===== src/include/cmp_defs.svh =====
`ifndef CMP_DEFS_SVH
`define CMP_DEFS_SVH

// byte address width of the memory bus
`define CMP_ADDR_W       48
// one cache line per bus beat
`define CMP_LINE_W       512
// 4 KB page = 64 lines of 64 bytes
`define CMP_PAGE_LINES   64
// size classes, indexed by compressed size / 256
`define CMP_SIZE_CLASSES 16
// zspage metadata header in front of the first compressed page
`define CMP_ZS_OFFSET    64
// list entry array, one line per entry
`define CMP_LIST_BASE    48'h0000_0010_0000

`endif


===== src/cmp_pkg.sv =====
`default_nettype none
`include "cmp_defs.svh"

package cmp_pkg;

    typedef logic [`CMP_ADDR_W-13:0] way_t;       // 4 KB frame number
    typedef logic [`CMP_ADDR_W-1:0]  byte_addr_t;
    typedef logic [`CMP_LINE_W-1:0]  line_t;
    typedef logic [12:0]             comp_size_t; // up to 64 lines + header
    typedef logic [3:0]              size_idx_t;  // size / 256
    typedef logic [7:0]              entry_id_t;

    // single beat read channel
    typedef struct packed {
        logic       arvalid;
        byte_addr_t addr;
    } rd_req_t;

    typedef struct packed {
        logic       rvalid;
        logic [1:0] rresp;  // nonzero = bus error
        line_t      rdata;
    } rd_resp_t;

    typedef struct packed {
        logic       wvalid;
        byte_addr_t addr;
        line_t      wdata;
    } wr_req_t;

    // sits in the low bits of a list line
    typedef struct packed {
        way_t        way;
        logic [27:0] attr;
    } list_entry_t;

    // zspage metadata, first line of the zspage way
    typedef struct packed {
        way_t       way0;
        way_t       next_way;    // chained way once the zspage overflows
        byte_addr_t free_start;  // start of the last placed page
        comp_size_t last_size;
    } zspg_md_t;

    typedef struct packed {
        logic       update;      // one cycle pulse
        way_t       iway;
        byte_addr_t free_start;
        comp_size_t cpage_size;
        way_t       next_way;
    } zspg_pkt_t;

    typedef enum logic [1:0] {
        UNCOMP,
        IFL_SIZE1,
        NULLIFY
    } list_id_e;

    typedef struct packed {
        logic       tbl_update;  // one cycle pulse
        entry_id_t  entry_id;
        byte_addr_t new_way;
        list_id_e   src_list;
        list_id_e   dst_list;
        size_idx_t  size_idx;
    } tol_upd_t;

    typedef enum logic [3:0] {
        ST_IDLE, ST_PEEK, ST_WAIT_LIST, ST_DECODE,
        ST_FIFO_RST, ST_BURST, ST_COMP_WAIT, ST_LOOKUP,
        ST_PREP_ZSPG, ST_WAIT_ZSPG, ST_MIGRATE, ST_UPD_ATT,
        ST_FINAL_UPD, ST_DONE, ST_SIZE_ERR, ST_BUS_ERR
    } cmp_state_e;

endpackage

`default_nettype wire


===== src/zero_line_compressor.sv =====
`timescale 1ns/1ps
`default_nettype none
`include "cmp_defs.svh"

module zero_line_compressor (
    input  wire                     clk_i,
    input  wire                     rst_ni,
    input  wire                     comp_start,
    output logic                    pop,
    input  wire cmp_pkg::line_t     pop_data,
    input  wire                     empty,
    output logic                    comp_done,
    output cmp_pkg::comp_size_t     comp_size
);

    localparam int unsigned CNT_W = $clog2(`CMP_PAGE_LINES) + 1;

    logic [CNT_W-1:0] line_cnt;  // lines drained so far
    logic [CNT_W-1:0] nz_cnt;    // lines that have to be kept
    logic             page_seen;

    assign page_seen = line_cnt == CNT_W'(`CMP_PAGE_LINES);
    assign pop       = comp_start && !empty && !page_seen;  // one line per cycle

    // done the cycle after the last pop
    assign comp_done = comp_start && page_seen;
    // 64 bytes per kept line plus one 64 byte header line
    assign comp_size = {nz_cnt + CNT_W'(1), 6'b00_0000};

    always_ff @(posedge clk_i or negedge rst_ni) begin
        if (!rst_ni) begin
            line_cnt <= '0;
            nz_cnt   <= '0;
        end else if (comp_done) begin
            line_cnt <= '0;  // ready for the next page
            nz_cnt   <= '0;
        end else if (pop) begin
            line_cnt <= line_cnt + 1'b1;
            nz_cnt   <= nz_cnt + CNT_W'(|pop_data);  // zero lines are eliminated
        end
    end

endmodule

`default_nettype wire


===== config.mk =====
export PLATFORM = sky130hd
export DESIGN_NAME = zero_line_compressor
export DESIGN_NICKNAME = d
export VERILOG_FILES = /design/src/cmp_pkg.sv /design/src/zero_line_compressor.sv
export VERILOG_INCLUDE_DIRS = /design/src /design/src/include
export SDC_FILE = /design/constraint.sdc
export NUM_CORES = 1
export LEC_CHECK = 0
export BUFFER_PORTS_ARGS = -buffer_cell sky130_fd_sc_hd__buf_4
export CORE_AREA = 3 3 203 205
export CTS_BUF_LIST = sky130_fd_sc_hd__clkbuf_4 sky130_fd_sc_hd__clkbuf_8
export DETAILED_ROUTE_END_ITERATION = 6
export DIE_AREA = 0 0 206 208
export PLACE_DENSITY = 0.37
export SETUP_SLACK_MARGIN = 0.05
export SLEW_MARGIN = 20
export SYNTH_ARGS = -nofsm -noshare
export SYNTH_HDL_FRONTEND = slang
export SYNTH_SLANG_ARGS = --single-unit

===== constraint.sdc =====
create_clock -name clk_i -period 3.55 [get_ports clk_i]
set_clock_uncertainty 0.15 [all_clocks]
set_input_delay 1.065 -clock clk_i [delete_from_list [all_inputs] [get_ports clk_i]]
set_output_delay 1.065 -clock clk_i [all_outputs]
set_load 0.005 [all_outputs]

# Yosys cells after proc, flatten, opt, wreduce, memory -nomap -nowiden
# Index checks and enable logic that the tools add are counted.
[word_totals]
regBits = 14
input_bits = 516
out_inout_bits = 15
wordCells = 17
[op_classes]
n_addsub = 3
n_eq_ne = 1
mux = 4
n_reduce_logical = 7
[ops]
columns = ["op", "count"]
rows = [
  ["512-bit OR reduction", 1],
  ["7-bit 2-to-1 mux", 4],
  ["7-bit by 1-bit adder with 7-bit output (second input constant)", 2],
  ["7-bit by 1-bit adder with 7-bit output", 1],
  ["7-bit == test (second input constant)", 1],
  ["1-bit logical AND", 3],
  ["1-bit zero test", 2],
  ["2-bit nonzero test", 1],
]

# Logic depth before layout (Yosys ltp)
[logic_depth]
depth_word = 5
ltp_mapped = 10
ltp_nobuf = 10

# Least setup slack after synthesis
# No wires, ideal clock.
[synth_path]
path_kind = "in2reg"
startpoint = "in pop_data[448]"
endpoint = "reg nz_cnt[1]"
setup_ps = 121
arrival_ps = 2760
required_ps = 3279
slack_ps = 519
path_stages = 8
n_path_buf = 0
path_cell_list = "nor4_1 nand4_1 nor4_1 nand4_1 or2_2 ha_1 ha_1 a22o_2"
[synth_between]
elab_chain_cells = 4
[synth_rtl]
columns = ["element", "line", "rtl"]
rows = [
  ["start, declared", "zero_line_compressor.sv:10", "input wire cmp_pkg::line_t pop_data,"],
  ["512-bit OR reduction", "zero_line_compressor.sv:39", "nz_cnt <= nz_cnt + CNT_W'(|pop_data);"],
  ["7-bit by 1-bit adder with 7-bit output", "zero_line_compressor.sv:39", ""],
  ["7-bit 2-to-1 mux", "zero_line_compressor.sv:37", "end else if (pop) begin"],
  ["7-bit 2-to-1 mux", "zero_line_compressor.sv:34", "end else if (comp_done) begin"],
  ["end signal, assigned", "zero_line_compressor.sv:39", ""],
  ["end, declared", "zero_line_compressor.sv:19", "logic [CNT_W-1:0] nz_cnt;"],
]
# No other way between the ends. The select of a mux whose other input is x is not followed.
# A chain may end at the register's enable or synchronous reset.

# Worst setup path in the final report
[layout_path]
startpoint = "in pop_data[355]"
endpoint = "reg nz_cnt[4]"
# The elaborated chain is that of the path after synthesis.

==> impl_metrics.py <==
metrics = {
    "yosys": {
        "synth.top_cells.by_area": "nor4_1, dfrtp_1, nand4_1",
        "synth_top_area_frac": 0.4379,
        "yosys.area_share.simple": 0.6362,
        "synth_compound_area_frac": 0.03670,
        "synth_top_family_by_area": "simple AND/OR/NAND/NOR gates",
        "ys_seq_area_frac": 0.1803,
        "syn_inst": 256,
        "yosysWarnings": 0,
        "synth_ff_type": "dfrtp_1",
        "synth-seq-cells": 14,
        "synth_fa_ha_area_frac": 0.03863,
        "synth_mux_area_frac": 0.005151,
        "yosysUniqueCellTypes": 29,
        "synth_edf_count": 0,
        "async_flop_share": 1.000,
        "avgSynthCellArea_um2": 7.590,
        "synth_area_um2": 1943,
        "synth_xor_area_frac": 0.05860,
        "synth_top_area_cell": "nor4_1",
    },
    "detailed_routing": {
        "drc_errors": 0,
        "wire_per_inst_um": 16.27,
        "vias": 4539,
        "drt_iter0_drc": 114,
        "dr.pass1.iters": 4,
        "wl_um": 21670,
        "antenna_left": 0,
        "vias_per_cell": 3.408,
    },
    "cts": {
        "insertion_delay_ns": 0.24,
        "cts_tree": "built",
        "postCtsHoldBufs": 0,
        "cts_buffers": 3,
        "cts_buffer_depth": 2,
        "htreeDepth": 1,
        "path_clk_slew_ns": 0.06,
        "post_cts.repair.setup_buffers": 0,
        "cts_root_buffer": "clkbuf_8",
        "clock-sinks": 14,
    },
    "final_layout": {
        "synthToLayoutAreaGrowth_pct": 262.9,
        "final_cells": 1332,
        "final_core_util": 0.1779,
        "fill_cells": 4509,
        "drive_gt1_frac": 0.7373,
        "n_antenna_cell": 0,
        "layout.nets": 1331,
    },
    "floorplanning": {
        "coreArea_um2": 39640,
        "placementRows": 73,
        "die_h_um": 208,
        "die_area_um2": 42850,
        "start_util": 0.04902,
        "pin_count": 531,
        "fp.dieW_um": 206,
    },
    "global_route": {
        "gr-usage-all-layers": 0.08965,
        "grt_max_degree": 15,
        "grt_pass1_vias": 5041,
        "grt_use_met3": 0.01314,
        "grt_use_met2": 0.1885,
        "top_usage_layer": "met2",
        "antenna_found_initial": 1,
        "grt_pass1_wl_um": 28620,
        "use_met1": 0.09336,
        "grt_overflow": 0,
    },
    "timing": {
        "finalSetupTns_ns": 0,
        "finalSetupViolCount": 0,
        "post-route-period-util": 0.9503,
        "period_minus_slack_ns": 3.374,
        "clock.fmax_mhz": 296.4,
        "drv_slew": 0,
        "hold_viol_final": 0,
        "fin_ws_ns": 0.1765,
        "rsz0062_at_grt": "true",
    },
    "placement": {
        "hpwlAfterDp_um": 20330,
        "io_buffers": 524,
        "dpl.cell_count": 1329,
        "dp_slack_ns": -0.5740,
        "gp_congestion": 0.8639,
    },
    "hold_path": {
        "whs_path_depth": 1,
        "hp-class": "reg -> reg",
    },
    "setup_path": {
        "start_kind": "primary input",
        "worstPathMaxFanout": 3,
        "critPathRequiredTime_ns": 3.53,
        "reg2regPathDepth": 7,
        "worst_ep_arrival_time_ns": 3.35,
        "crit_type": "in -> reg",
        "end_kind": "flip-flop",
    },
    "run": {
        "maxCapViolCount": 0,
    },
    "pwr": {
        "p_per_area_nw_per_um2": 160.9,
        "p_leak_uw": 0.003205,
        "ir_worst_vdd_mv": 0.1076,
    },
    "status": {
        "outcome": "complete, no violations",
    },
}
[sequential cells by signal (all words and copies together) (netlist names)]
register  count
nz_cnt        7
line_cnt      7
[area by class of cell]
cell class | instances | area (um2) | area share
Clock buffer | 3 | 41.29 | 0.005855
Inverter | 5 | 18.77 | 0.002661
Tap cell | 525 | 656.9 | 0.09315
Sequential cell | 14 | 350.3 | 0.04968
Timing Repair Buffer | 551 | 4174 | 0.5919
Multi-Input combinational cell | 234 | 1810 | 0.2567
[kinds of logic (layout without fill, tap and decap cells)]
family,after synthesis,in the layout
AND/OR/NAND/NOR,201,201
flip-flops,14,14
XOR/XNOR,13,13
buffers and inverters,13,559
AO/OA/AOI/OAI,7,7
adder cells (fa/ha/maj),6,6
other,1,6
multiplexers,1,1
[repair_timing]
item	4_1_cts	5_1_grt
pin swaps	9	17
gates resized for setup	23	29
setup endpoints to repair	7	6
[path summary, 6_finish.rpt]
check	from	to	slack, ns
min in group asynchronous	rst_ni	nz_cnt[3]	0.51
max in group asynchronous	rst_ni	line_cnt[0]	2.57
min	line_cnt[3]	line_cnt[3]	0.37
min reg2reg	line_cnt[3]	line_cnt[3]	0.37
max reg2reg	line_cnt[0]	nz_cnt[5]	1.50
max	pop_data[355]	nz_cnt[4]	0.18
[worst max-delay path: stages]
cell,delay (ns)
buf_4,0.12
nor4_1,0.34
buf_4,0.18
nand4_1,0.12
nor4_2,0.33
buf_4,0.15
nand4_1,0.12
or2_4,0.31
ha_4,0.17
ha_4,0.16
nand4_1,0.10
xor2_1,0.14
nor2_1,0.05
[cell usage in the layout (no fill, tap or decap), drive strengths merged, types with 3 or more instances in the layout]
cell type    n
buf        551
nor4       137
nand4       36
dfrtp       14
nor2         8
xor2         7
xnor2        6
conb         6
ha           6
inv          5
nand3        5
nand2        5
a22o         3
clkbuf       3
and3         3
[through the flow]
stage | area (um2) | hold WS (ns) | total power, uW
after floorplan | 1962 | 0.3264 | 423.2
after global placement | 6698 | 0.3632 | 970.2
after detailed placement | 6698 | 0.3536 | 974.4
after CTS | 6887 | 0.3686 | 1130
after global routing | 7052 | 0.3828 | 1220
final | 7052 | 0.3707 | 1135
[Yosys cell counts (all sizes together) (2+ instances only)]
library cell and number:
nor4 137, nand4 36, dfrtp 14, buf 8, nor2 8, xor2 7
ha 6, xnor2 6, inv 5, nand2 5, nand3 5, a22o 3
and3 3, and2 2, o21ai 2
[routing by layer]
metal  up-vias  part of all wire  routed length, um
met1      2004              0.35               7550
met2       299              0.56              12130
met4         0            0.0097                210
li1       2224                 -                  -
met5         -                 0                  0
met3        12             0.082               1776
[where the power goes]
group          internal (uW)  total, uW  leakage, uW  switching (uW)
clock                   74.9        129    0.0000216            54.4
combinational            500        725      0.00300             225
sequential               205        280     0.000179            75.1
Power figures use the tool's default switching activity.
