### config.mk
export PLATFORM = sky130hd
export DESIGN_NAME = cmpresn_mngr
export DESIGN_NICKNAME = d
export VERILOG_FILES = /design/src/cmp_pkg.sv /design/src/cmpresn_mngr.sv
export VERILOG_INCLUDE_DIRS = /design/src /design/src/include
export SDC_FILE = /design/constraint.sdc
export NUM_CORES = 1
export LEC_CHECK = 0
export BUFFER_PORTS_ARGS = -buffer_cell sky130_fd_sc_hd__buf_2
export CAP_MARGIN = 10
export CORE_MARGIN = 2
export CORE_UTILIZATION = 40
export DETAILED_ROUTE_END_ITERATION = 12
export SLEW_MARGIN = 20
export SYNTH_ARGS = -nofsm -noshare
export SYNTH_HDL_FRONTEND = slang
export SYNTH_SLANG_ARGS = --single-unit
### constraint.sdc
create_clock -name clk_i -period 15.75 [get_ports clk_i]
set_input_delay 0.7875 -clock clk_i [delete_from_list [all_inputs] [get_ports clk_i]]
set_output_delay 0.7875 -clock clk_i [all_outputs]
set_load 0.02 [all_outputs]
### src/include/cmp_defs.svh
`ifndef CMP_DEFS_SVH
`define CMP_DEFS_SVH

// byte address width of the memory bus
`define CMP_ADDR_W       48
// one cache line per bus beat
`define CMP_LINE_W       512
// 4 KB page = 64 lines of 64 bytes
`define CMP_PAGE_LINES   64
// size classes, indexed by compressed size / 256
`define CMP_SIZE_CLASSES 16
// zspage metadata header in front of the first compressed page
`define CMP_ZS_OFFSET    64
// list entry array, one line per entry
`define CMP_LIST_BASE    48'h0000_0010_0000

`endif

### src/cmp_pkg.sv
`default_nettype none
`include "cmp_defs.svh"

package cmp_pkg;

    typedef logic [`CMP_ADDR_W-13:0] way_t;       // 4 KB frame number
    typedef logic [`CMP_ADDR_W-1:0]  byte_addr_t;
    typedef logic [`CMP_LINE_W-1:0]  line_t;
    typedef logic [12:0]             comp_size_t; // up to 64 lines + header
    typedef logic [3:0]              size_idx_t;  // size / 256
    typedef logic [7:0]              entry_id_t;

    // single beat read channel
    typedef struct packed {
        logic       arvalid;
        byte_addr_t addr;
    } rd_req_t;

    typedef struct packed {
        logic       rvalid;
        logic [1:0] rresp;  // nonzero = bus error
        line_t      rdata;
    } rd_resp_t;

    typedef struct packed {
        logic       wvalid;
        byte_addr_t addr;
        line_t      wdata;
    } wr_req_t;

    // sits in the low bits of a list line
    typedef struct packed {
        way_t        way;
        logic [27:0] attr;
    } list_entry_t;

    // zspage metadata, first line of the zspage way
    typedef struct packed {
        way_t       way0;
        way_t       next_way;    // chained way once the zspage overflows
        byte_addr_t free_start;  // start of the last placed page
        comp_size_t last_size;
    } zspg_md_t;

    typedef struct packed {
        logic       update;      // one cycle pulse
        way_t       iway;
        byte_addr_t free_start;
        comp_size_t cpage_size;
        way_t       next_way;
    } zspg_pkt_t;

    typedef enum logic [1:0] {
        UNCOMP,
        IFL_SIZE1,
        NULLIFY
    } list_id_e;

    typedef struct packed {
        logic       tbl_update;  // one cycle pulse
        entry_id_t  entry_id;
        byte_addr_t new_way;
        list_id_e   src_list;
        list_id_e   dst_list;
        size_idx_t  size_idx;
    } tol_upd_t;

    typedef enum logic [3:0] {
        ST_IDLE, ST_PEEK, ST_WAIT_LIST, ST_DECODE,
        ST_FIFO_RST, ST_BURST, ST_COMP_WAIT, ST_LOOKUP,
        ST_PREP_ZSPG, ST_WAIT_ZSPG, ST_MIGRATE, ST_UPD_ATT,
        ST_FINAL_UPD, ST_DONE, ST_SIZE_ERR, ST_BUS_ERR
    } cmp_state_e;

endpackage

`default_nettype wire

### src/cmpresn_mngr.sv
`timescale 1ns/1ps
`default_nettype none
`include "cmp_defs.svh"

module cmpresn_mngr (
    input  wire                      clk_i,
    input  wire                      rst_ni,
    input  wire                      trigger,
    input  wire cmp_pkg::entry_id_t  list_head,
    output cmp_pkg::rd_req_t         rd_req,
    input  wire                      arready,
    input  wire cmp_pkg::rd_resp_t   rd_resp,
    input  wire                      fifo_full,
    input  wire                      fifo_empty,
    output logic                     fifo_ptr_rst,
    output logic                     comp_start,
    input  wire                      comp_done,
    input  wire cmp_pkg::comp_size_t comp_size,
    input  wire                      wr_ready,
    input  wire                      zspg_updated,
    output cmp_pkg::zspg_pkt_t       zspg_pkt,
    output cmp_pkg::tol_upd_t        tol_upd,
    output logic                     done,
    output cmp_pkg::way_t            free_way,
    output logic                     bus_error,
    output logic                     size_error
);

    localparam int unsigned LW = $clog2(`CMP_PAGE_LINES);

    cmp_pkg::cmp_state_e  state;
    logic                 outstanding;  // a read is in flight
    logic [LW:0]          burst_cnt;    // page lines requested
    logic [`CMP_SIZE_CLASSES-1:0] uc_vld;
    cmp_pkg::way_t        uc_way [`CMP_SIZE_CLASSES];  // open zspage per class

    cmp_pkg::list_entry_t entry;  // page being compressed
    cmp_pkg::comp_size_t  csize;
    cmp_pkg::zspg_md_t    md;     // metadata of the open zspage
    cmp_pkg::size_idx_t   sidx;
    cmp_pkg::byte_addr_t  way_base;
    cmp_pkg::byte_addr_t  zs_next;
    cmp_pkg::byte_addr_t  zs_end;
    logic                 fits;

    assign sidx     = csize[11:8];
    assign way_base = {entry.way, 12'h000};

    // append goes right behind the last placed page
    assign zs_next = md.free_start + cmp_pkg::byte_addr_t'(md.last_size);
    assign zs_end  = zs_next + cmp_pkg::byte_addr_t'(csize);
    assign fits    = zs_end[`CMP_ADDR_W-1:12] == md.way0;  // still inside the 4 KB frame

    assign bus_error  = state == cmp_pkg::ST_BUS_ERR;
    assign size_error = state == cmp_pkg::ST_SIZE_ERR;

    always_ff @(posedge clk_i or negedge rst_ni) begin
        if (!rst_ni) begin
            state        <= cmp_pkg::ST_IDLE;
            rd_req       <= '0;
            outstanding  <= 1'b0;
            burst_cnt    <= '0;
            fifo_ptr_rst <= 1'b0;
            comp_start   <= 1'b0;
            uc_vld       <= '0;
            zspg_pkt     <= '0;
            tol_upd      <= '0;
            done         <= 1'b0;
            free_way     <= '0;
        end else begin
            fifo_ptr_rst       <= 1'b0;
            zspg_pkt.update    <= 1'b0;
            tol_upd.tbl_update <= 1'b0;
            done               <= 1'b0;

            // read handshake, request held until taken
            if (rd_req.arvalid && arready) begin
                rd_req.arvalid <= 1'b0;
                outstanding    <= 1'b1;
            end
            if (rd_resp.rvalid) outstanding <= 1'b0;

            case (state)
                cmp_pkg::ST_IDLE: begin
                    if (trigger && !done) state <= cmp_pkg::ST_PEEK;
                end
                cmp_pkg::ST_PEEK: begin
                    if (!tol_upd.tbl_update) begin  // let the list head advance first
                        rd_req.arvalid <= 1'b1;
                        rd_req.addr    <= `CMP_LIST_BASE
                                          + cmp_pkg::byte_addr_t'({list_head, 6'b00_0000});
                        state          <= cmp_pkg::ST_WAIT_LIST;
                    end
                end
                cmp_pkg::ST_WAIT_LIST: begin
                    if (rd_resp.rvalid) begin
                        state <= (rd_resp.rresp != '0) ? cmp_pkg::ST_BUS_ERR
                                                       : cmp_pkg::ST_DECODE;
                    end
                end
                cmp_pkg::ST_DECODE: begin
                    burst_cnt    <= '0;
                    fifo_ptr_rst <= 1'b1;  // list line went into the buffer too
                    state        <= cmp_pkg::ST_FIFO_RST;
                end
                cmp_pkg::ST_FIFO_RST: begin
                    if (fifo_empty && !fifo_ptr_rst) state <= cmp_pkg::ST_BURST;
                end
                cmp_pkg::ST_BURST: begin
                    if (rd_resp.rvalid && rd_resp.rresp != '0) begin
                        state <= cmp_pkg::ST_BUS_ERR;
                    end else if (fifo_full) begin
                        comp_start <= 1'b1;  // whole page buffered
                        state      <= cmp_pkg::ST_COMP_WAIT;
                    end else if (burst_cnt != (LW+1)'(`CMP_PAGE_LINES)
                                 && !rd_req.arvalid && !outstanding) begin
                        rd_req.arvalid <= 1'b1;
                        rd_req.addr    <= {entry.way, burst_cnt[LW-1:0], 6'b00_0000};
                        burst_cnt      <= burst_cnt + 1'b1;
                    end
                end
                cmp_pkg::ST_COMP_WAIT: begin
                    if (comp_done) begin
                        comp_start <= 1'b0;
                        state      <= cmp_pkg::ST_LOOKUP;
                    end
                end
                cmp_pkg::ST_LOOKUP: begin
                    if (uc_vld[sidx]) begin
                        // fetch the open zspage metadata
                        rd_req.arvalid <= 1'b1;
                        rd_req.addr    <= {uc_way[sidx], 12'h000};
                        state          <= cmp_pkg::ST_WAIT_ZSPG;
                    end else begin
                        state <= cmp_pkg::ST_PREP_ZSPG;
                    end
                end
                cmp_pkg::ST_PREP_ZSPG: begin
                    if (wr_ready) begin
                        if ((csize + `CMP_ZS_OFFSET) < 4096) begin
                            uc_vld[sidx]     <= 1'b1;  // own way becomes the zspage
                            zspg_pkt         <= '{update:     1'b1,
                                                  iway:       entry.way,
                                                  free_start: way_base
                                                      + cmp_pkg::byte_addr_t'(`CMP_ZS_OFFSET),
                                                  cpage_size: csize,
                                                  next_way:   '0};
                            tol_upd.dst_list <= cmp_pkg::IFL_SIZE1;
                            state            <= cmp_pkg::ST_UPD_ATT;
                        end else begin
                            state <= cmp_pkg::ST_SIZE_ERR;
                        end
                    end
                end
                cmp_pkg::ST_WAIT_ZSPG: begin
                    if (rd_resp.rvalid) begin
                        state <= (rd_resp.rresp != '0) ? cmp_pkg::ST_BUS_ERR
                                                       : cmp_pkg::ST_MIGRATE;
                    end
                end
                cmp_pkg::ST_MIGRATE: begin
                    if (wr_ready && fits) begin
                        zspg_pkt <= '{update: 1'b1, iway: md.way0, free_start: zs_next,
                                      cpage_size: csize, next_way: md.next_way};
                        state    <= cmp_pkg::ST_FINAL_UPD;
                    end else if (wr_ready) begin
                        // no room, chain this way behind the zspage
                        zspg_pkt <= '{update: 1'b1, iway: md.way0, free_start: md.free_start,
                                      cpage_size: md.last_size, next_way: entry.way};
                        tol_upd.dst_list <= cmp_pkg::NULLIFY;
                        state            <= cmp_pkg::ST_UPD_ATT;
                    end
                end
                cmp_pkg::ST_UPD_ATT: begin
                    // updated level is stale while the pulse is still out
                    if (zspg_updated && wr_ready && !zspg_pkt.update) begin
                        tol_upd <= '{tbl_update: 1'b1, entry_id: list_head,
                                     new_way: zspg_pkt.free_start, src_list: cmp_pkg::UNCOMP,
                                     dst_list: tol_upd.dst_list, size_idx: sidx};
                        state   <= cmp_pkg::ST_PEEK;  // keep going, no free way yet
                    end
                end
                cmp_pkg::ST_FINAL_UPD: begin
                    if (zspg_updated && wr_ready && !zspg_pkt.update) begin
                        tol_upd <= '{tbl_update: 1'b1, entry_id: list_head,
                                     new_way: way_base, src_list: cmp_pkg::UNCOMP,
                                     dst_list: cmp_pkg::UNCOMP, size_idx: sidx};
                        state   <= cmp_pkg::ST_DONE;
                    end
                end
                cmp_pkg::ST_DONE: begin
                    done     <= 1'b1;
                    free_way <= entry.way;  // page moved out, whole way is free
                    state    <= cmp_pkg::ST_IDLE;
                end
                cmp_pkg::ST_SIZE_ERR, cmp_pkg::ST_BUS_ERR: begin
                    state <= state;  // sticky until reset
                end
                default: state <= cmp_pkg::ST_IDLE;
            endcase
        end
    end

    // payload, no reset
    always_ff @(posedge clk_i) begin
        if (state == cmp_pkg::ST_WAIT_LIST && rd_resp.rvalid) begin
            entry <= cmp_pkg::list_entry_t'(rd_resp.rdata[$bits(cmp_pkg::list_entry_t)-1:0]);
        end
        if (state == cmp_pkg::ST_COMP_WAIT && comp_done) csize <= comp_size;
        if (state == cmp_pkg::ST_LOOKUP && !uc_vld[sidx]) uc_way[sidx] <= entry.way;
        if (state == cmp_pkg::ST_WAIT_ZSPG && rd_resp.rvalid) begin
            md <= cmp_pkg::zspg_md_t'(rd_resp.rdata[$bits(cmp_pkg::zspg_md_t)-1:0]);
        end
    end

endmodule

`default_nettype wire

== Yosys cells after proc, flatten, opt, wreduce, memory -nomap -nowiden ==
Memory sizes are Yosys's and may differ from the RTL's. A register that Yosys moved wholly into a read port is not among the register bits.
Index checks and enable logic that the tools add are counted.

* Register bits after elaboration: 497
* Output and inout port bits: 289
* Input bits: 545
* Bits in writable memories: 576
* Memories kept: 1

{| class="wikitable"
|+ Memories
! memory !! words !! width !! read ports !! clocked after Yosys merged registers in !! wr ports !! line !! text
|-
| uc_way || 16 || 36 || 1 || 1 || 1 || cmpresn_mngr.sv:35 || <nowiki>cmp_pkg::way_t uc_way [`CMP_SIZE_CLASSES];</nowiki>
|}

* Bitwise operators: 3
* Eq/ne operators: 36
* Reduce and logical (&&, ||, !) cells: 38
* Add/subtract/negate cells: 6
* Muxes and demuxes: 58
* $lt $le $gt $ge: 3

{| class="wikitable"
|+ Operator list
! kind !! number
|-
| $mux W134 || 4
|-
| $pmux W134 S2 || 1
|-
| $mux W49 || 5
|-
| $pmux W49 S3 || 1
|-
| $mux W65 || 2
|-
| $pmux W59 S2 || 1
|-
| $add A48 B13 Y48 || 2
|-
| $mux W4 || 15
|-
| $pmux W4 S14 || 1
|-
| $add A48 B7 Y48 const B || 1
|-
| $eq A36 B36 Y1 || 1
|-
| $eq A4 B4 Y1 const B || 8
|-
| $ne A2 B2 Y1 const B || 16
|-
| $add A21 B14 Y22 const A || 1
|-
| $mux W7 || 3
|-
| $eq A4 B3 Y1 const B || 4
|-
| $or A16 B16 Y16 || 1
|-
| $add A13 B7 Y14 const B || 1
|-
| $logic_and A1 B1 Y1 || 14
|-
| $lt A14 B13 Y1 const B || 1
|-
| $pmux W7 S2 || 1
|-
| $mux W1 || 13
|-
| $reduce_and A12 Y1 || 1
|-
| $reduce_and A4 Y1 || 3
|-
| 24 further kinds || 43
|}

== Logic depth before layout (Yosys ltp) ==
* Depth in word-level cells: 7
* Depth in mapped cells: 28
* Depth with buffers taken out: 23

== Least setup slack after synthesis ==
Ideal clock, no wire load.

* Path type: register -> register
* Start: register md[0] in the netlist's numbering
* End: register zspg_pkt[84] in the netlist's numbering
* Slack: 10198 ps
* Setup time: 131 ps
* Stages on the path, launching flop included: 26
* Required time: 15619 ps
* Arrival: 5421 ps
* Clock period less this slack: 5552 ps
* Path buffers: 2
* Cell sequence: edfxtp_1 -> ha_1 -> inv_1 -> fa_1 -> nand2b_1 -> a21oi_2 -> o21a_1 -> o21ai_0 -> nand2_1 -> xor2_1 -> ha_1 -> nand4_1 -> a21oi_1 -> o31ai_1 -> nor2_1 -> o21a_1 -> clkbuf_1 -> or4_1 -> o311a_1 -> a211o_1 -> a221oi_1 -> nand4_1 -> or4_4 -> buf_2 -> and3_1 -> or3_1

* Cells in the longest elaborated chain, start to end: 6

{| class="wikitable"
|+ RTL lines
! element !! line !! text
|-
| start: declaration || cmpresn_mngr.sv:39 || <nowiki>cmp_pkg::zspg_md_t md;</nowiki>
|-
| start signal: assignment || cmpresn_mngr.sv:212 || <nowiki>md <= cmp_pkg::zspg_md_t'(rd_resp.rdata[$bits(cmp_pkg::zspg_md_t)-1:0]);</nowiki>
|-
| $add A48 B13 Y48 * || cmpresn_mngr.sv:50 || <nowiki>assign zs_next = md.free_start + cmp_pkg::byte_addr_t'(md.last_size);</nowiki>
|-
| $add A48 B13 Y48 || cmpresn_mngr.sv:51 || <nowiki>assign zs_end = zs_next + cmp_pkg::byte_addr_t'(csize);</nowiki>
|-
| $eq A36 B36 Y1 || cmpresn_mngr.sv:52 || <nowiki>assign fits = zs_end[`CMP_ADDR_W-1:12] == md.way0;</nowiki>
|-
| $logic_and A1 B1 Y1 || cmpresn_mngr.sv:162 || <nowiki>if (wr_ready && fits) begin</nowiki>
|-
| $ne A3 B3 Y1 (no source line) or $mux W134 (tied branches) || -- ||
|-
| $reduce_and A4 Y1 (no source line) or $pmux W134 S2 (tied branches) || -- ||
|-
| end signal: assignment || cmpresn_mngr.sv:142 || <nowiki>zspg_pkt <= '{update: 1'b1,</nowiki>
|-
| end signal: assignment || cmpresn_mngr.sv:163 || <nowiki>zspg_pkt <= '{update: 1'b1, iway: md.way0, free_start: zs_next,</nowiki>
|-
| end signal: assignment || cmpresn_mngr.sv:168 || <nowiki>zspg_pkt <= '{update: 1'b1, iway: md.way0, free_start: md.free_start,</nowiki>
|-
| end: declaration || cmpresn_mngr.sv:21 || <nowiki>output cmp_pkg::zspg_pkt_t zspg_pkt,</nowiki>
|}

Mark *: on every way between the ends. The rest lies on a longest branch, timed or not.
A chain may end at the register's enable or synchronous reset.

== Final worst setup path ==
* Start: register md[0] in the netlist's numbering
* End: register zspg_pkt[60] in the netlist's numbering

The elaborated chain is that of the path after synthesis.

==> results.py <==
metrics = {
    "global_routing": {
        "grt_overflow_total": 0,
        "grt_pass1_vias": 29418,
        "grt_max_degree": 76,
        "grt_pass1_wl_mm": 214,
        "antenna_found_initial": 22,
        "grt_use_total": 0.259,
    },
    "clocking": {
        "path_clk_slew_ns": 0.06,
        "tritoncts": "done",
        "cts_max_level": 3,
        "clock_latency_ns": 0.73,
        "clock-sinks": 1069,
        "ctsResizeCount": 0,
        "cts_hold_buf": 0,
        "cts_buffer_depth": 3,
        "numCtsBuffers": 109,
        "cts_root_buf": "clkbuf_16",
        "cts_setup_buffers": 0,
    },
    "status": {
        "outcome": "completed",
    },
    "critical_path": {
        "rr_endpoint": "zspg_pkt[60]$_DFFE_PN0P_",
        "critPathKind": "flop to flop",
        "cp-end-kind": "flop",
        "worstPathMaxFanout": 60,
        "worst_setup_path_start_kind": "flop",
        "crit_arrival_ns": 8.11,
        "worstPathRequired_ns": 16.34,
        "r2r_slack_ns": 8.23,
        "r2r_start": "md[0]$_DFFE_PP_",
        "rr_worst_depth": 24,
    },
    "route": {
        "met2_length_mm": 67.7,
        "ant_nets": 0,
        "wl_met1_mm": 59.8,
        "wl_met3_mm": 15.8,
        "drtPass1Iterations": 5,
        "vias": 29468,
        "drt_iter0_drc": 3183,
        "post-route-drc-count": 0,
        "routed_via_density": 5.80,
        "avgRoutedWirePerCell_um": 29.6,
        "top_layer_used": "met5",
        "postRouteWirelength_mm": 151,
    },
    "sta": {
        "final-hold-violation-count": 0,
        "drv_slew": 0,
        "max_freq_ghz": 0.133,
        "grt_setup_unrepaired": "false",
        "fin_crit_sh": 0.477,
        "slew_headroom": 0.235,
        "worst_slew_pin_slew_ns": 1.15,
        "final.min_clock_period_ns": 7.52,
        "finalSetupViolCount": 0,
        "fin_setup_tns_ns": 0,
        "clock_skew_ns": 0.0450,
    },
    "layout": {
        "drive_above_1_share": 0.272,
        "postLayoutCellArea_um2": 53000,
        "fillCellCount": 9867,
        "multi_input_area_um2": 13700,
        "syn_to_final_growth_pct": 17.6,
        "postLayoutCoreUtil": 0.473,
        "regArea_um2": 30500,
        "nNetsFinal": 4050,
    },
    "floorplanning": {
        "die_w_um": 340,
        "ioPinCount": 834,
        "die-area_um2": 115000,
        "die_h_um": 340,
        "num_rows": 123,
        "start_util": 0.402,
        "design.core.area_um2": 112000,
    },
    "synthesis": {
        "avgSynthCellArea_um2": 14.9,
        "synth.area.top_cells": "edfxtp_1, dfrtp_1, mux4_2",
        "synth_top_area_frac": 0.505,
        "synth_top_cell_by_area": "edfxtp_1",
        "ys_seq_elements": 1069,
        "yosysUniqueCellTypes": 93,
        "ys_seq_area_frac": 0.677,
        "synth_edf_count": 758,
        "yosys-top-cells-count": "edfxtp_1, nand2_1, dfrtp_1",
        "ys.flop_type": "edfxtp_1",
        "syn-instance-count": 3028,
        "syn_area_um2": 45100,
        "yosysMostFrequentCell": "edfxtp_1",
        "ys_warn_count": 0,
        "async_flop_share": 0.287,
    },
    "placed_design": {
        "dpl_cell_area_um2": 49200,
        "dp_hpwl_mm": 98.4,
        "finalWeightedCongestion": 0.926,
        "io_buffers": 446,
    },
    "run": {
        "maxCapViolations": 0,
    },
    "power_and_ir_drop": {
        "irDropWorstVdd_uv": 118,
        "power_density_nw_per_um2": 159,
        "power_mw": 8.44,
        "power_leakage_nw": 19.7,
    },
    "hold_path": {
        "hold_class": "input pin to asynchronous set/reset pin",
    },
}
## area by class of cell
| cell class | instances | area share |
|---|---|---|
| flip-flops and latches | 1069 | 0.576 |
| multi-input cells | 1713 | 0.259 |
| clock buffers | 159 | 0.0600 |
| well taps | 1500 | 0.0354 |
| inverters | 49 | 0.00347 |
| clock inverters | 49 | 0.00985 |
| repair buffers | 535 | 0.0552 |
| diodes | 10 | 0.000472 |
## through the flow
step | setup slack, ns | cells | hold WS [ns]
floorplan | 10.20 | 3035 | 0.423
global placement | 8.20 | 4864 | 0.448
detailed placement | 8.12 | 4864 | 0.454
CTS | 8.07 | 5072 | 0.0696
global route | 7.85 | 5075 | 0.112
finish | 8.23 | 5084 | 0.0805
## worst max-delay path by stage
stage | start | end | slack (ns) | depth (start not counted)
finish | md[0]$_DFFE_PP_ | zspg_pkt[60]$_DFFE_PN0P_ | 8.23 | 24
global route | md[13]$_DFFE_PP_ | zspg_pkt[72]$_DFFE_PN0P_ | 7.85 | 24
CTS | md[0]$_DFFE_PP_ | zspg_pkt[29]$_DFFE_PN0P_ | 8.07 | 23
global placement | md[13]$_DFFE_PP_ | zspg_pkt[31]$_DFFE_PN0P_ | 8.20 | 23
floorplan | md[0]$_DFFE_PP_ | zspg_pkt[84]$_DFFE_PN0P_ | 10.20 | 25
detailed placement | md[0]$_DFFE_PP_ | zspg_pkt[25]$_DFFE_PN0P_ | 8.12 | 23
## critical path, cell delays in order (launching register included)
cell and delay, ns:
edfxtp_1 0.37, ha_1 0.21, inv_1 0.07, fa_1 0.40
nand2b_1 0.21, a21oi_2 0.35, o21a_1 0.20, o21ai_0 0.07
nand2_1 0.10, xor2_1 0.26, ha_1 0.19, nand4_1 0.14
a211oi_1 0.29, o31ai_1 0.24, nor2_1 0.14, o21a_1 0.32
nor4b_4 0.48, nand4_2 0.51, xnor2_1 0.29, a2111oi_0 0.44
nand4_1 0.25, or4_4 0.92, buf_4 0.44, mux2i_1 0.20
a31o_2 0.24
## cell usage in the layout (no fill, tap or decap), types with 28 or more instances in the layout
cell	Yosys	final
edfxtp_1	758	758
buf_2	22	445
nand2_1	373	371
dfrtp_1	307	307
mux4_2	185	185
nand3_1	179	179
a22oi_1	136	136
clkbuf_16	0	113
o21ai_0	93	93
buf_4	10	87
nor2_1	79	61
xnor2_1	50	50
inv_1	48	48
a21oi_1	44	44
o211ai_1	38	38
xor2_1	37	37
nor3_1	42	37
nor2b_1	36	36
a221o_1	33	33
clkbuf_1	143	28
## cell families after synthesis
logic type	count (synthesis)	synth area share
other cells	1	0.0000832
xor+xnor	90	0.0184
buf+inv	253	0.0227
flops	1069	0.677
mux	215	0.0996
fa+ha+maj	28	0.00794
compound gates	492	0.0795
simple gates	880	0.0944
## state kept, by name, summed over array words and instances, names as in the netlist, named ones only
signal and cells:
state 4, comp_start 1, uc_way 576, entry 36
tol_upd 63, zspg_pkt 134, rd_req 43, outstanding 1
uc_vld 16, done 1, free_way 36, md 133
csize 13, fifo_ptr_rst 1, burst_cnt 7
## report_power, final
group	leakage (nW)	internal (mW)	total [mW]	switching [mW]
clock	1.81	1.51	2.66	1.14
sequential	10.8	3.43	3.80	0.369
combinational	7.09	0.682	1.99	1.31
## per-layer routing
metal	global-route usage	vias up
li1	-	12653
met1	0.345	15053
met2	0.397	1489
met3	0.0729	257
met4	0.112	16
met5	0	-
No activity file was read; power rests on OpenSTA's default activity.
