`src/include/cmp_defs.svh`:
```
`ifndef CMP_DEFS_SVH
`define CMP_DEFS_SVH

// byte address width of the memory bus
`define CMP_ADDR_W       48
// one cache line per bus beat
`define CMP_LINE_W       512
// 4 KB page = 64 lines of 64 bytes
`define CMP_PAGE_LINES   64
// size classes, indexed by compressed size / 256
`define CMP_SIZE_CLASSES 16
// zspage metadata header in front of the first compressed page
`define CMP_ZS_OFFSET    64
// list entry array, one line per entry
`define CMP_LIST_BASE    48'h0000_0010_0000

`endif

```
`src/cmp_pkg.sv`:
```
`default_nettype none
`include "cmp_defs.svh"

package cmp_pkg;

    typedef logic [`CMP_ADDR_W-13:0] way_t;       // 4 KB frame number
    typedef logic [`CMP_ADDR_W-1:0]  byte_addr_t;
    typedef logic [`CMP_LINE_W-1:0]  line_t;
    typedef logic [12:0]             comp_size_t; // up to 64 lines + header
    typedef logic [3:0]              size_idx_t;  // size / 256
    typedef logic [7:0]              entry_id_t;

    // single beat read channel
    typedef struct packed {
        logic       arvalid;
        byte_addr_t addr;
    } rd_req_t;

    typedef struct packed {
        logic       rvalid;
        logic [1:0] rresp;  // nonzero = bus error
        line_t      rdata;
    } rd_resp_t;

    typedef struct packed {
        logic       wvalid;
        byte_addr_t addr;
        line_t      wdata;
    } wr_req_t;

    // sits in the low bits of a list line
    typedef struct packed {
        way_t        way;
        logic [27:0] attr;
    } list_entry_t;

    // zspage metadata, first line of the zspage way
    typedef struct packed {
        way_t       way0;
        way_t       next_way;    // chained way once the zspage overflows
        byte_addr_t free_start;  // start of the last placed page
        comp_size_t last_size;
    } zspg_md_t;

    typedef struct packed {
        logic       update;      // one cycle pulse
        way_t       iway;
        byte_addr_t free_start;
        comp_size_t cpage_size;
        way_t       next_way;
    } zspg_pkt_t;

    typedef enum logic [1:0] {
        UNCOMP,
        IFL_SIZE1,
        NULLIFY
    } list_id_e;

    typedef struct packed {
        logic       tbl_update;  // one cycle pulse
        entry_id_t  entry_id;
        byte_addr_t new_way;
        list_id_e   src_list;
        list_id_e   dst_list;
        size_idx_t  size_idx;
    } tol_upd_t;

    typedef enum logic [3:0] {
        ST_IDLE, ST_PEEK, ST_WAIT_LIST, ST_DECODE,
        ST_FIFO_RST, ST_BURST, ST_COMP_WAIT, ST_LOOKUP,
        ST_PREP_ZSPG, ST_WAIT_ZSPG, ST_MIGRATE, ST_UPD_ATT,
        ST_FINAL_UPD, ST_DONE, ST_SIZE_ERR, ST_BUS_ERR
    } cmp_state_e;

endpackage

`default_nettype wire

```
`src/zspg_wr_mngr.sv`:
```
`timescale 1ns/1ps
`default_nettype none

module zspg_wr_mngr (
    input  wire                     clk_i,
    input  wire                     rst_ni,
    input  wire cmp_pkg::zspg_pkt_t zspg_pkt,
    output logic                    wr_ready,
    output logic                    zspg_updated,
    output cmp_pkg::wr_req_t        wr_req,
    input  wire                     wready
);

    cmp_pkg::zspg_pkt_t pkt_q;  // placement being written
    cmp_pkg::zspg_md_t  md;
    logic               wvalid_q;

    // metadata line, zero extended to a full line
    assign md = '{way0:       pkt_q.iway,
                  next_way:   pkt_q.next_way,
                  free_start: pkt_q.free_start,
                  last_size:  pkt_q.cpage_size};

    // metadata lives at the zspage way base
    assign wr_req = '{wvalid: wvalid_q,
                      addr:   {pkt_q.iway, 12'h000},
                      wdata:  cmp_pkg::line_t'(md)};

    assign wr_ready = !wvalid_q;  // idle

    always_ff @(posedge clk_i or negedge rst_ni) begin
        if (!rst_ni) begin
            wvalid_q     <= 1'b0;
            zspg_updated <= 1'b0;
        end else if (zspg_pkt.update) begin
            wvalid_q     <= 1'b1;
            zspg_updated <= 1'b0;  // stale until this write lands
        end else if (wvalid_q && wready) begin
            wvalid_q     <= 1'b0;
            zspg_updated <= 1'b1;  // held until next update pulse
        end
    end

    always_ff @(posedge clk_i) begin
        if (zspg_pkt.update) pkt_q <= zspg_pkt;
    end

endmodule

`default_nettype wire

```
`config.mk`:
```
export PLATFORM = sky130hd
export DESIGN_NAME = zspg_wr_mngr
export DESIGN_NICKNAME = d
export VERILOG_FILES = /design/src/cmp_pkg.sv /design/src/zspg_wr_mngr.sv
export VERILOG_INCLUDE_DIRS = /design/src /design/src/include
export SDC_FILE = /design/constraint.sdc
export NUM_CORES = 1
export LEC_CHECK = 0
export ABC_AREA = 1
export BUFFER_PORTS_ARGS = -buffer_cell sky130_fd_sc_hd__buf_4
export CAP_MARGIN = 20
export CORE_AREA = 2 2 270 272
export DETAILED_ROUTE_END_ITERATION = 8
export DIE_AREA = 0 0 272 274
export GPL_TIMING_DRIVEN = 0
export PLACE_DENSITY = 0.32
export REMOVE_ABC_BUFFERS = 1
export SLEW_MARGIN = 20
export SYNTH_ARGS = -nofsm -noshare
export SYNTH_HDL_FRONTEND = slang
export SYNTH_SLANG_ARGS = --single-unit
```
`constraint.sdc`:
```
create_clock -name clk_i -period 1.6 [get_ports clk_i]
set_input_delay 0.08 -clock clk_i [delete_from_list [all_inputs] [get_ports clk_i]]
set_output_delay 0.08 -clock clk_i [all_outputs]
set_load 0.1 [all_outputs]
```
**After elaboration in Yosys (flattened, before gate mapping)**

Cells that the tools add are included.

- Flip-flop bits (word level): 135
- Input port bits: 137
- Logic and storage cells: 13
- Output and inout port bits: 563

- Multiplexer cells: 4
- Reductions and logical operators: 3

Operator list:

| kind | number |
|---|---|
| two-way mux 1 bit | 4 |
| nonzero test 2 bit | 1 |
| logical AND 1 bit | 1 |
| zero test 1 bit | 1 |

**Depth between registers and ports, before layout**

Gate-level depths: netlist (run 1).

- Word-level depth: 3
- Gate-level depth with buffers: 2
- Gate-level depth less buffers: 2

**Worst setup path after synthesis (run 1)**

Ideal clock, no wire load.

- Path kind: flip-flop to output port
- Start: register pkt_q (netlist bit wr_req[97])
- End: output port wr_req[524] (netlist name)
- Required time: 1.520 ns
- Buffers on the path: 1
- Stages on the path, launching flop included: 2
- Setup slack: 0.173 ns
- Arrival time: 1.347 ns
- Path through: edfxtp_1 buf_4

RTL lines:

| element | RTL line | source |
|---|---|---|
| from (decl) | zspg_wr_mngr.sv:14 | `cmp_pkg::zspg_pkt_t pkt_q;` |
| from (signal assigned) | zspg_wr_mngr.sv:45 | `if (zspg_pkt.update) pkt_q <= zspg_pkt;` |
| to (decl) | zspg_wr_mngr.sv:10 | `output cmp_pkg::wr_req_t wr_req,` |

No word-level cell between the ends.

**Final worst setup path (run 1)**

- Start: register wvalid_q
- End: output port wr_ready

- Longest elaborated chain between the ends: 1

Ends and longest elaborated chain:

| element | RTL line | source |
|---|---|---|
| from (decl) | zspg_wr_mngr.sv:16 | `logic wvalid_q;` |
| from (signal assigned) | zspg_wr_mngr.sv:33 | `wvalid_q <= 1'b0;` |
| from (signal assigned) | zspg_wr_mngr.sv:36 | `wvalid_q <= 1'b1;` |
| from (signal assigned) | zspg_wr_mngr.sv:39 | `wvalid_q <= 1'b0;` |
| zero test 1 bit | zspg_wr_mngr.sv:29 | `assign wr_ready = !wvalid_q;` |
| to (decl) | zspg_wr_mngr.sv:8 | `output logic wr_ready,` |

No other way between the ends.

==> out/metrics.cfg, run 1 <==
[run_status]
status=finished clean

[sta]
unrepaired_setup_endpoints_after_global_routing=no
maxSlewHeadroom_pct=59.12
setup_viol=0
fmaxAchievable_ghz=0.7168
tightestPinTransition_ns=0.6133
post-route-min-period_ns=1.395
period_share_pct=87.19
hold-worst-slack_ns=0.07462
drv_slew=0
worst_clk_skew_ns=0.0007735
final-hold-violation-count=0

[global_routing]
grt_first_pass_wirelength_um=23980
first_global_vias=3744
grt_overflow_total=0
antenna_found_initial=3
grt_max_degree=71
grt_usage_pct=4.684

[worst_setup_path]
critPathMaxStageDelay_ns=0.41
setup.worst_path.class=reg2out
crit_family=buffers and inverters
critPathMaxFanout=3
cp_startpoint_kind=flip-flop
end_kind=output port
cell_by_cell_trace_of_the_critical_path=inv_1 > buf_4
critical_path.n_buffers_inverters=2
critPathRequiredTime_ns=1.52
timing.critical_path.slowest_stage_cell=sky130_fd_sc_hd__dfrtp_1
arrival_ns=1.32

[cells_and_area]
drive_above_1_share_pct=33.73
ff_latch_area_mm2=0.004044
fill_cells=8062
layout_commonest_cell=sky130_fd_sc_hd__conb_1
final-instance-count-excl-fill=1968
layout.cells.most_common_list=sky130_fd_sc_hd__conb_1 (391), sky130_fd_sc_hd__buf_4 (307), sky130_fd_sc_hd__dlygate4sd3_1 (136)
syn_to_final_growth_pct=51.39
fin_util_pct=15.32
fin_nets=1132
multi_input_area_mm2=0.001484

[clock_network]
cts-root-buf=sky130_fd_sc_hd__clkbuf_16
cts.sinks=135
clock_insertion_delay_worst_skew_ns=0.47
cts-root-to-sink-buffers=2
cts_tree=done
cts_resized=0
ctsHtreeMaxLevel=4
worst_setup_hold_path_clk_slew_ns=0.07
tritoncts.num_buffers=17

[synthesis]
synth.lib_cells_used.distinct=8
synth-seq-area-share_pct=55.51
syn_inst=569
avgSynthCellArea_um2=12.80
ys.warnings.count=0
postSynthRegisterBits=135
netlist_area_mm2=0.007284

[floorplanning]
floorplan.io_pins=700
start_util_pct=10.12
fp.dieArea_mm2=0.07453
die-width_um=272
core.rowCount=99
die_h_um=274
core_area_mm2=0.07197

[flow_run]
max_cap_violations=0

[power_and_ir_drop]
vdd_drop_max_mv=0.6166
p_per_area_mw_per_mm2=1464
total_leakage_power_nw=4.958

[placement]
gpl.final_weighted_congestion=0.6355
place.port_buffers=308
placedCellCount=1799
dp_hpwl_um=14520

[detailed_routing]
detailroute.via_count=4185
vias_per_cell=2.127
post-route-drc-count=0
ant_nets=0
detail_route.wl_per_cell_um=9.717
first_iter_violations=86
drt_pre_antenna_iters=4
postRouteWirelength_um=19120

[min_path]
holdCritPathClass=in2reg

[synthesized netlist by cell type]
| cell | number | share of area (%) |
|---|---|---|
| sky130_fd_sc_hd__inv_1 | 2 | 0.10 |
| sky130_fd_sc_hd__nand2_1 | 1 | 0.051 |
| sky130_fd_sc_hd__dfrtp_1 | 2 | 0.69 |
| sky130_fd_sc_hd__conb_1 | 1 | 0.051 |
| sky130_fd_sc_hd__o21bai_1 | 1 | 0.10 |
| sky130_fd_sc_hd__a21oi_1 | 1 | 0.069 |
| sky130_fd_sc_hd__buf_4 | 428 | 44 |
| sky130_fd_sc_hd__edfxtp_1 | 133 | 55 |
[routing by layer]
metal | track usage (%) | vias up | routed length (um)
met5 | 0 | - | 24
met4 | 2.733 | 4 | 413
met3 | 3.275 | 22 | 2784
met2 | 8.345 | 340 | 10540
met1 | 3.739 | 1926 | 5358
li1 | - | 1893 | -
[what timing repair did]
action / CTS / global route
setup endpoints to repair: 0 / 0
buffers inserted: 0 / 0
hold endpoints to repair: 137 / 0
hold buffers: 136 / 0
[power by group]
part	internal [mW]	switching, mW
Clock	2.20	1.91
Combinational	0.851	6.87
Sequential	4.20	0.111
[layout make-up]
| type | count | area share [%] |
|---|---|---|
| Multi-Input combinational cell | 394 | 13.46 |
| Antenna cell | 1 | 0.02269 |
| Sequential cell | 135 | 36.67 |
| Tap cell | 959 | 10.88 |
| Clock inverter | 15 | 1.418 |
| Timing Repair Buffer | 445 | 33.63 |
| Clock buffer | 17 | 3.857 |
| Inverter | 2 | 0.06807 |
[worst paths after layout]
kind                               start  slack, ns            to  cells past startpoint
setup / recovery                wvalid_q       0.20      wr_ready                      2
hold / removal             zspg_pkt[133]       0.07    wr_req[45]                      1
setup reg to reg                wvalid_q       0.88      wvalid_q                      2
hold reg to reg             zspg_updated       0.54  zspg_updated                      2
max in group asynchronous         rst_ni       0.96      wvalid_q                      3
min in group asynchronous         rst_ni       0.50  zspg_updated                      3
[through the flow]
stage	area (um2)	TNS, ns	power, mW	worst slack [ns]
after floorplan	5535	-0.4350	10.87	-0.3652
after global placement	9047	-50.90	11.84	-0.4124
after detailed placement	9082	0	11.84	0.2336
after CTS	11030	0	16.50	0.1175
after global routing	11030	0	16.78	0.1113
final	11030	0	16.14	0.2049
[kinds of logic (layout without fill, tap and decap cells)]
| group | after synthesis | count (layout) | synth area share (%) |
|---|---|---|---|
| and+or+nand+nor | 1 | 1 | 0.05148 |
| buffers and inverters | 430 | 479 | 44.21 |
| DFF | 135 | 135 | 55.51 |
| AOI/OAI and AO/OA | 2 | 2 | 0.1717 |
| other | 1 | 392 | 0.05148 |
[registers in the layout, summed over array words and instances, names as in the netlist]
name,flops
zspg_updated,1
wr_req,133
wvalid_q,1
No activity file was read; power rests on OpenSTA's default activity.
==> inputs of run 2 (changes only) <==
Settings changed: CORE_AREA 2 2 270 272 to 2 2 272 274, DIE_AREA 0 0 272 274 to 0 0 274 276, PLACE_DENSITY 0.32 to 0.31.
==> run 2 against run 1 <==
  * Global-route usage increased by 0.098 points
  * Flip-flop and latch count unchanged
  * Maximum frequency increased by 5.4%
  * Sequential power about the same
  * Utilization decreased by 0.13 points
  * Die area increased by 1.5%
  * Register-to-register slack improved by 0.06 ns
  * Critical path depth unchanged
  * Non-clock buffer count unchanged
  * Largest cell class unchanged
  * Largest power group unchanged
==> out/metrics.cfg, run 2 (synthesized netlist as in run 1, its figures left out) <==
[cells_and_area]
fin_nets=1132  ; unchanged
fill_cells=8176  ; +1.4%
insertedDiodeCount=0  ; -1
syn_to_final_growth_pct=51.39  ; unchanged
layout.cells.most_common_list=sky130_fd_sc_hd__conb_1 (391), sky130_fd_sc_hd__buf_4 (307), sky130_fd_sc_hd__dlygate4sd3_1 (136)
layout_commonest_cell=sky130_fd_sc_hd__conb_1
drive_above_1_share_pct=33.83  ; +0.099 points
fin_util_pct=15.19  ; -0.13 points
largest_register_ffs=133  ; unchanged
layout.cell_area.non_filler_mm2=0.01103  ; unchanged

[worst_setup_path]
critPathRequiredTime_ns=1.52  ; about the same
crit_family=flip-flops
cp_startpoint_kind=flip-flop
arrival_ns=1.24  ; -0.08 ns
cell_by_cell_trace_of_the_critical_path=inv_1 > buf_4
critPathMaxFanout=3  ; unchanged
critical_path.startpoint=wvalid_q
startpoint_of_the_worst_slack_reg_to_reg_timing_path=wvalid_q
reg2reg_slack_ns=0.94  ; +0.06 ns
end_kind=output port
critical_path.n_buffers_inverters=2  ; unchanged
timing.critical_path.slowest_stage_cell=sky130_fd_sc_hd__dfrtp_1
setup.worst_path.class=reg2out
critPathMaxStageDelay_ns=0.40  ; about the same

[floorplanning]
core_area_mm2=0.07259  ; +0.86%
die_h_um=276  ; +0.73%
fp.dieArea_mm2=0.07562  ; +1.5%
core.rowCount=99  ; unchanged
start_util_pct=10.04  ; -0.086 points
die-width_um=274  ; +0.74%
floorplan.io_pins=700  ; unchanged

[placement]
place_area_mm2=0.009082  ; unchanged
gpl.final_weighted_congestion=0.6802  ; +7.0%
dp_hpwl_um=14540  ; +0.12%
place.port_buffers=308  ; unchanged

[clock_network]
cts_setup_buffers=0  ; unchanged
cts-root-buf=sky130_fd_sc_hd__clkbuf_16
cts.sinks=135  ; unchanged
hold_bufs_inserted_after_cts=136  ; unchanged
cts-root-to-sink-buffers=2  ; unchanged
cts_resized=0  ; unchanged
worst_setup_hold_path_clk_slew_ns=0.07  ; about the same
tritoncts.num_buffers=17  ; unchanged
cts_tree=done
ctsHtreeMaxLevel=4  ; unchanged
clock_insertion_delay_worst_skew_ns=0.47  ; about the same

[detailed_routing]
detailroute.via_count=4210  ; +0.60%
post-route-drc-count=0  ; unchanged
ant_nets=0  ; unchanged
first_iter_violations=73  ; -15%
postRouteWirelength_um=19370  ; +1.3%
drt_pre_antenna_iters=4  ; unchanged
detail_route.wl_per_cell_um=9.849  ; +1.4%
vias_per_cell=2.140  ; +0.65%

[sta]
unrepaired_setup_endpoints_after_global_routing=no
fmaxAchievable_ghz=0.7552  ; +5.4%
setup_viol=0  ; unchanged
post-route-min-period_ns=1.324  ; -0.07086 ns
period_share_pct=82.76  ; -4.4 points
worst_clk_skew_ns=0.0002298  ; -0.0005436 ns
maxSlewHeadroom_pct=63.08  ; +4.0 points
fin_tns_setup_ns=0  ; unchanged
final-hold-violation-count=0  ; unchanged
tightestPinTransition_ns=0.5537  ; -0.05954 ns
drv_slew=0  ; unchanged

[flow_run]
max_cap_violations=0  ; unchanged

[global_routing]
first_global_vias=3820  ; +2.0%
antenna_found_initial=7  ; +4
grt_max_degree=79  ; +11%
grt_first_pass_wirelength_um=25060  ; +4.5%
grt_overflow_total=0  ; unchanged
grt_usage_pct=4.782  ; +0.098 points

[run_status]
status=finished clean

[power_and_ir_drop]
total_leakage_power_nw=4.955  ; about the same
vdd_drop_max_mv=0.5978  ; -3.1%
p_per_area_mw_per_mm2=1467  ; +0.23%

[min_path]
holdCritPathClass=in2reg
hold_start=zspg_pkt[133]

-- run 2: cell types whose count changed in the layout (fill, tap and decap cells not counted), sizes merged --
cell / change
clkinvlp: +1
diode: -1
inv: -1
-- run 2: cell type report --
cell class              instances  area [um2]  share of cell area, %
inverters                       2       7.507                0.06807
multi-input cells             394        1484                  13.46
clock inverters                15       158.9                  1.441
clock buffers                  17       425.4                  3.857
flip-flops and latches        135        4044                  36.67
repair buffers                445        3709                  33.63
well taps                     959        1200                  10.88
-- run 2: metal layers --
metal | track usage [%] | wire length, um | share of wire, %
met1 | 4.764 | 6777 | 35
met4 | 2.676 | 443 | 2.3
met5 | 0 | 41 | 0.21
met3 | 1.989 | 1916 | 9.9
met2 | 8.346 | 10190 | 53
-- run 2: metrics by stage --
stage	power, mW	setup WS (ns)	hold slack, ns	std cells
finish	16.18	0.2758	0.06833	1967
global route	16.80	0.1940	0.05349	1967
CTS	16.55	0.1769	0.05100	1967
detailed placement	11.82	0.2016	-0.1236	1799
global placement	11.82	-0.5192	-0.1236	1798
floorplan	10.87	-0.3652	-0.2156	531
-- run 2: power breakdown --
part / internal [mW] / switching (mW)
Sequential: 4.20 / 0.108
Combinational: 0.852 / 6.87
Clock: 2.20 / 1.96
Total: 7.25 / 8.93
-- run 2: worst paths after layout --
| kind | to | cells past startpoint |
|---|---|---|
| setup reg to reg | zspg_updated | 2 |
| hold / removal | wr_req[24] | 1 |
| hold reg to reg | zspg_updated | 2 |
| min in group asynchronous | wvalid_q | 3 |
| setup / recovery | wr_ready | 2 |
| max in group asynchronous | zspg_updated | 3 |
-- run 2: worst register-to-register path, stage by stage (launching register included) --
cell and delay, ns:
sky130_fd_sc_hd__dfrtp_1 0.40, sky130_fd_sc_hd__nand2_1 0.07, sky130_fd_sc_hd__a21oi_1 0.05
==> inputs of run 3 (changes only) <==
Clock period 1.6 ns to 1.25 ns, I/O delays scaled along.
==> run 3 against run 2 <==
  * Critical path depth stayed put
  * Clock-buffer cell count stayed put
  * Sequential share of layout area is 1.1 points lower
  * Non-clock buffer count is 4 higher
  * Power is 29% higher
  * Routed wire length is 1.5% higher
  * Final cell count is 0.20% higher
  * Sequential power is 29% higher
  * Largest power group unchanged
  * Clock skew hardly changed
  * Die area stayed put
==> out/metrics.cfg, run 3 (synthesized netlist as in run 1, its figures left out) <==
[run_status]
status=finished clean

[global_routing]
globalRouteMet1Util_pct=4.802  ; +0.037 points
grt_max_degree=79  ; unchanged
antenna_found_initial=7  ; unchanged
global_route.peak_usage_layer=met2
groute.layer.met2.usage_pct=8.560  ; +0.21 points
grt_overflow_total=0  ; unchanged
grt_first_pass_wirelength_um=25500  ; +1.7%
grt_usage_pct=4.859  ; +0.077 points
met3_global_route_usage_pct=2.006  ; +0.017 points
first_global_vias=3869  ; +1.3%

[floorplanning]
floorplan.io_pins=700  ; unchanged
die-width_um=274  ; unchanged
fp.dieArea_mm2=0.07562  ; unchanged
core_area_mm2=0.07259  ; unchanged
die_h_um=276  ; unchanged
core.rowCount=99  ; unchanged
start_util_pct=10.04  ; unchanged

[power_and_ir_drop]
pwr-share-clk_pct=25.4  ; -0.3 points
cellInternalPower_mw=9.437  ; +30%
power.total_mw=20.91  ; +29%
power.net_switching_mw=11.48  ; +29%
sequentialPowerShare_pct=26.5  ; about the same
vdd_drop_max_mv=0.7723  ; +29%
p_per_area_mw_per_mm2=1838  ; +25%
switching_share_pct=54.88  ; -0.31 points
proportion_of_power_drawn_by_combinational_gates_pct=48.0  ; +0.3 points
total_leakage_power_nw=5.081  ; +2.5%

[detailed_routing]
ant_nets=0  ; unchanged
detailroute.via_count=4235  ; +0.59%
drt_pre_antenna_iters=4  ; unchanged
post-route-drc-count=0  ; unchanged
postRouteWirelength_um=19660  ; +1.5%
vias_per_cell=2.149  ; +0.39%
first_iter_violations=77  ; +5.5%
detail_route.wl_per_cell_um=9.975  ; +1.3%

[min_path]
holdCritPathClass=in2reg
min_path_cells=1  ; unchanged
hold_start=zspg_pkt[133]

[worst_setup_path]
critPathMaxFanout=2  ; -1
ff2ff_path_depth=4  ; +2
setup.worst_path.class=reg2out
arrival_ns=1.17  ; -0.07 ns
cp_startpoint_kind=flip-flop
end_kind=output port
critPathRequiredTime_ns=1.19  ; -0.33 ns
startpoint_of_the_worst_slack_reg_to_reg_timing_path=wvalid_q
critical_path.startpoint=wr_req[101]

[sta]
period_share_pct=98.59
post-route-min-period_ns=1.232
maxSlewHeadroom_pct=63.45  ; +0.36 points
fmaxAchievable_ghz=0.8114
setup_viol=0  ; unchanged
postLayoutSetupSlackWorst_ns=0.01763  ; -0.2581 ns
drv_slew=0  ; unchanged
worst_clk_skew_ns=0.0001451  ; -0.00008479 ns
unrepaired_setup_endpoints_after_global_routing=yes
final-hold-violation-count=0  ; unchanged
tightestPinTransition_ns=0.5483  ; -0.005468 ns

[cells_and_area]
fin_nets=1136  ; +0.35%
layout_commonest_cell=sky130_fd_sc_hd__conb_1
layout.cells.most_common_list=sky130_fd_sc_hd__conb_1 (391), sky130_fd_sc_hd__buf_4 (235), sky130_fd_sc_hd__dlygate4sd3_1 (136)
fin_util_pct=15.68  ; +0.48 points
drive_above_1_share_pct=34.19  ; +0.36 points
syn_to_final_growth_pct=56.20
largest_register_ffs=133  ; unchanged
insertedDiodeCount=0  ; unchanged

[clock_network]
clock_insertion_delay_worst_skew_ns=0.47  ; about the same
cts-root-buf=sky130_fd_sc_hd__clkbuf_16
worst_setup_hold_path_clk_slew_ns=0.07  ; about the same
ctsHtreeMaxLevel=4  ; unchanged
tritoncts.num_buffers=17  ; unchanged
cts_tree=done
cts-root-to-sink-buffers=2  ; unchanged
cts.sinks=135  ; unchanged

[placement]
gpl.final_weighted_congestion=0.6802  ; unchanged
placement_stage_worst_setup_slack_ns=-0.1309  ; -0.3325 ns
place.port_buffers=308  ; unchanged
dp_hpwl_um=14540  ; unchanged

[flow_run]
max_cap_violations=0  ; unchanged

## run 3: area by class of cell
| cell class | count | area, um2 |
|---|---|---|
| clock buffers | 17 | 425.4 |
| clock inverters | 15 | 158.9 |
| fillers | 8144 | 61210 |
| inverters | 2 | 7.507 |
| multi-input cells | 394 | 1484 |
| flip-flops and latches | 135 | 4044 |
| well taps | 959 | 1200 |
| repair buffers | 449 | 4059 |
## run 3: worst paths after layout
| path | to | slack (ns) |
|---|---|---|
| min reg2reg | zspg_updated | 0.54 |
| min in group asynchronous | wvalid_q | 0.46 |
| max reg2reg | wvalid_q | 0.35 |
| max | wr_req[101] | 0.02 |
| min | wr_req[24] | 0.05 |
| max in group asynchronous | zspg_updated | 0.66 |
## run 3: timing repair
action / in CTS / in global routing
endpoints found under the setup margin: 62 / 39
hold endpoints to repair: 137 / 0
gates resized for setup: 73 / 12
setup buffers: 3 / 1
hold buffers: 136 / 0
## run 3: stage by stage
stage	TNS (ns)	instance area (um2)	hold slack, ns	std cells
6_report	0	11380	0.05179	1971
5_1_grt	-0.6827	11380	0.03586	1971
4_1_cts	-0.6323	11330	0.03350	1970
3_5_place_dp	-8.337	9082	-0.1411	1799
3_3_place_gp	-109.33	9047	-0.1411	1798
2_1_floorplan	-24.30	5535	-0.2331	531
## run 3: power by group through the flow
| stage | combinational (mW) | sequential [mW] | clock [mW] |
|---|---|---|---|
| 2_1_floorplan | 5.09 | 8.82 | 0 |
| 3_3_place_gp | 9.51 | 5.63 | 0 |
| 3_5_place_dp | 9.51 | 5.62 | 0 |
| 4_1_cts | 10.0 | 5.54 | 5.78 |
| 5_1_grt | 10.2 | 5.58 | 5.91 |
| 6_report | 10.0 | 5.54 | 5.32 |
## run 3: worst max-delay path, stage by stage, from the launching register on
cell	delay (ns)
sky130_fd_sc_hd__edfxtp_1	0.41
sky130_fd_sc_hd__buf_6	0.15
sky130_fd_sc_hd__buf_12	0.15
## run 3: metal layers
layer  wire, um  up-vias
met4        441        6
met1       6806     1955
met3       1908       25
met5         41        -
met2      10460      345
li1           -     1904
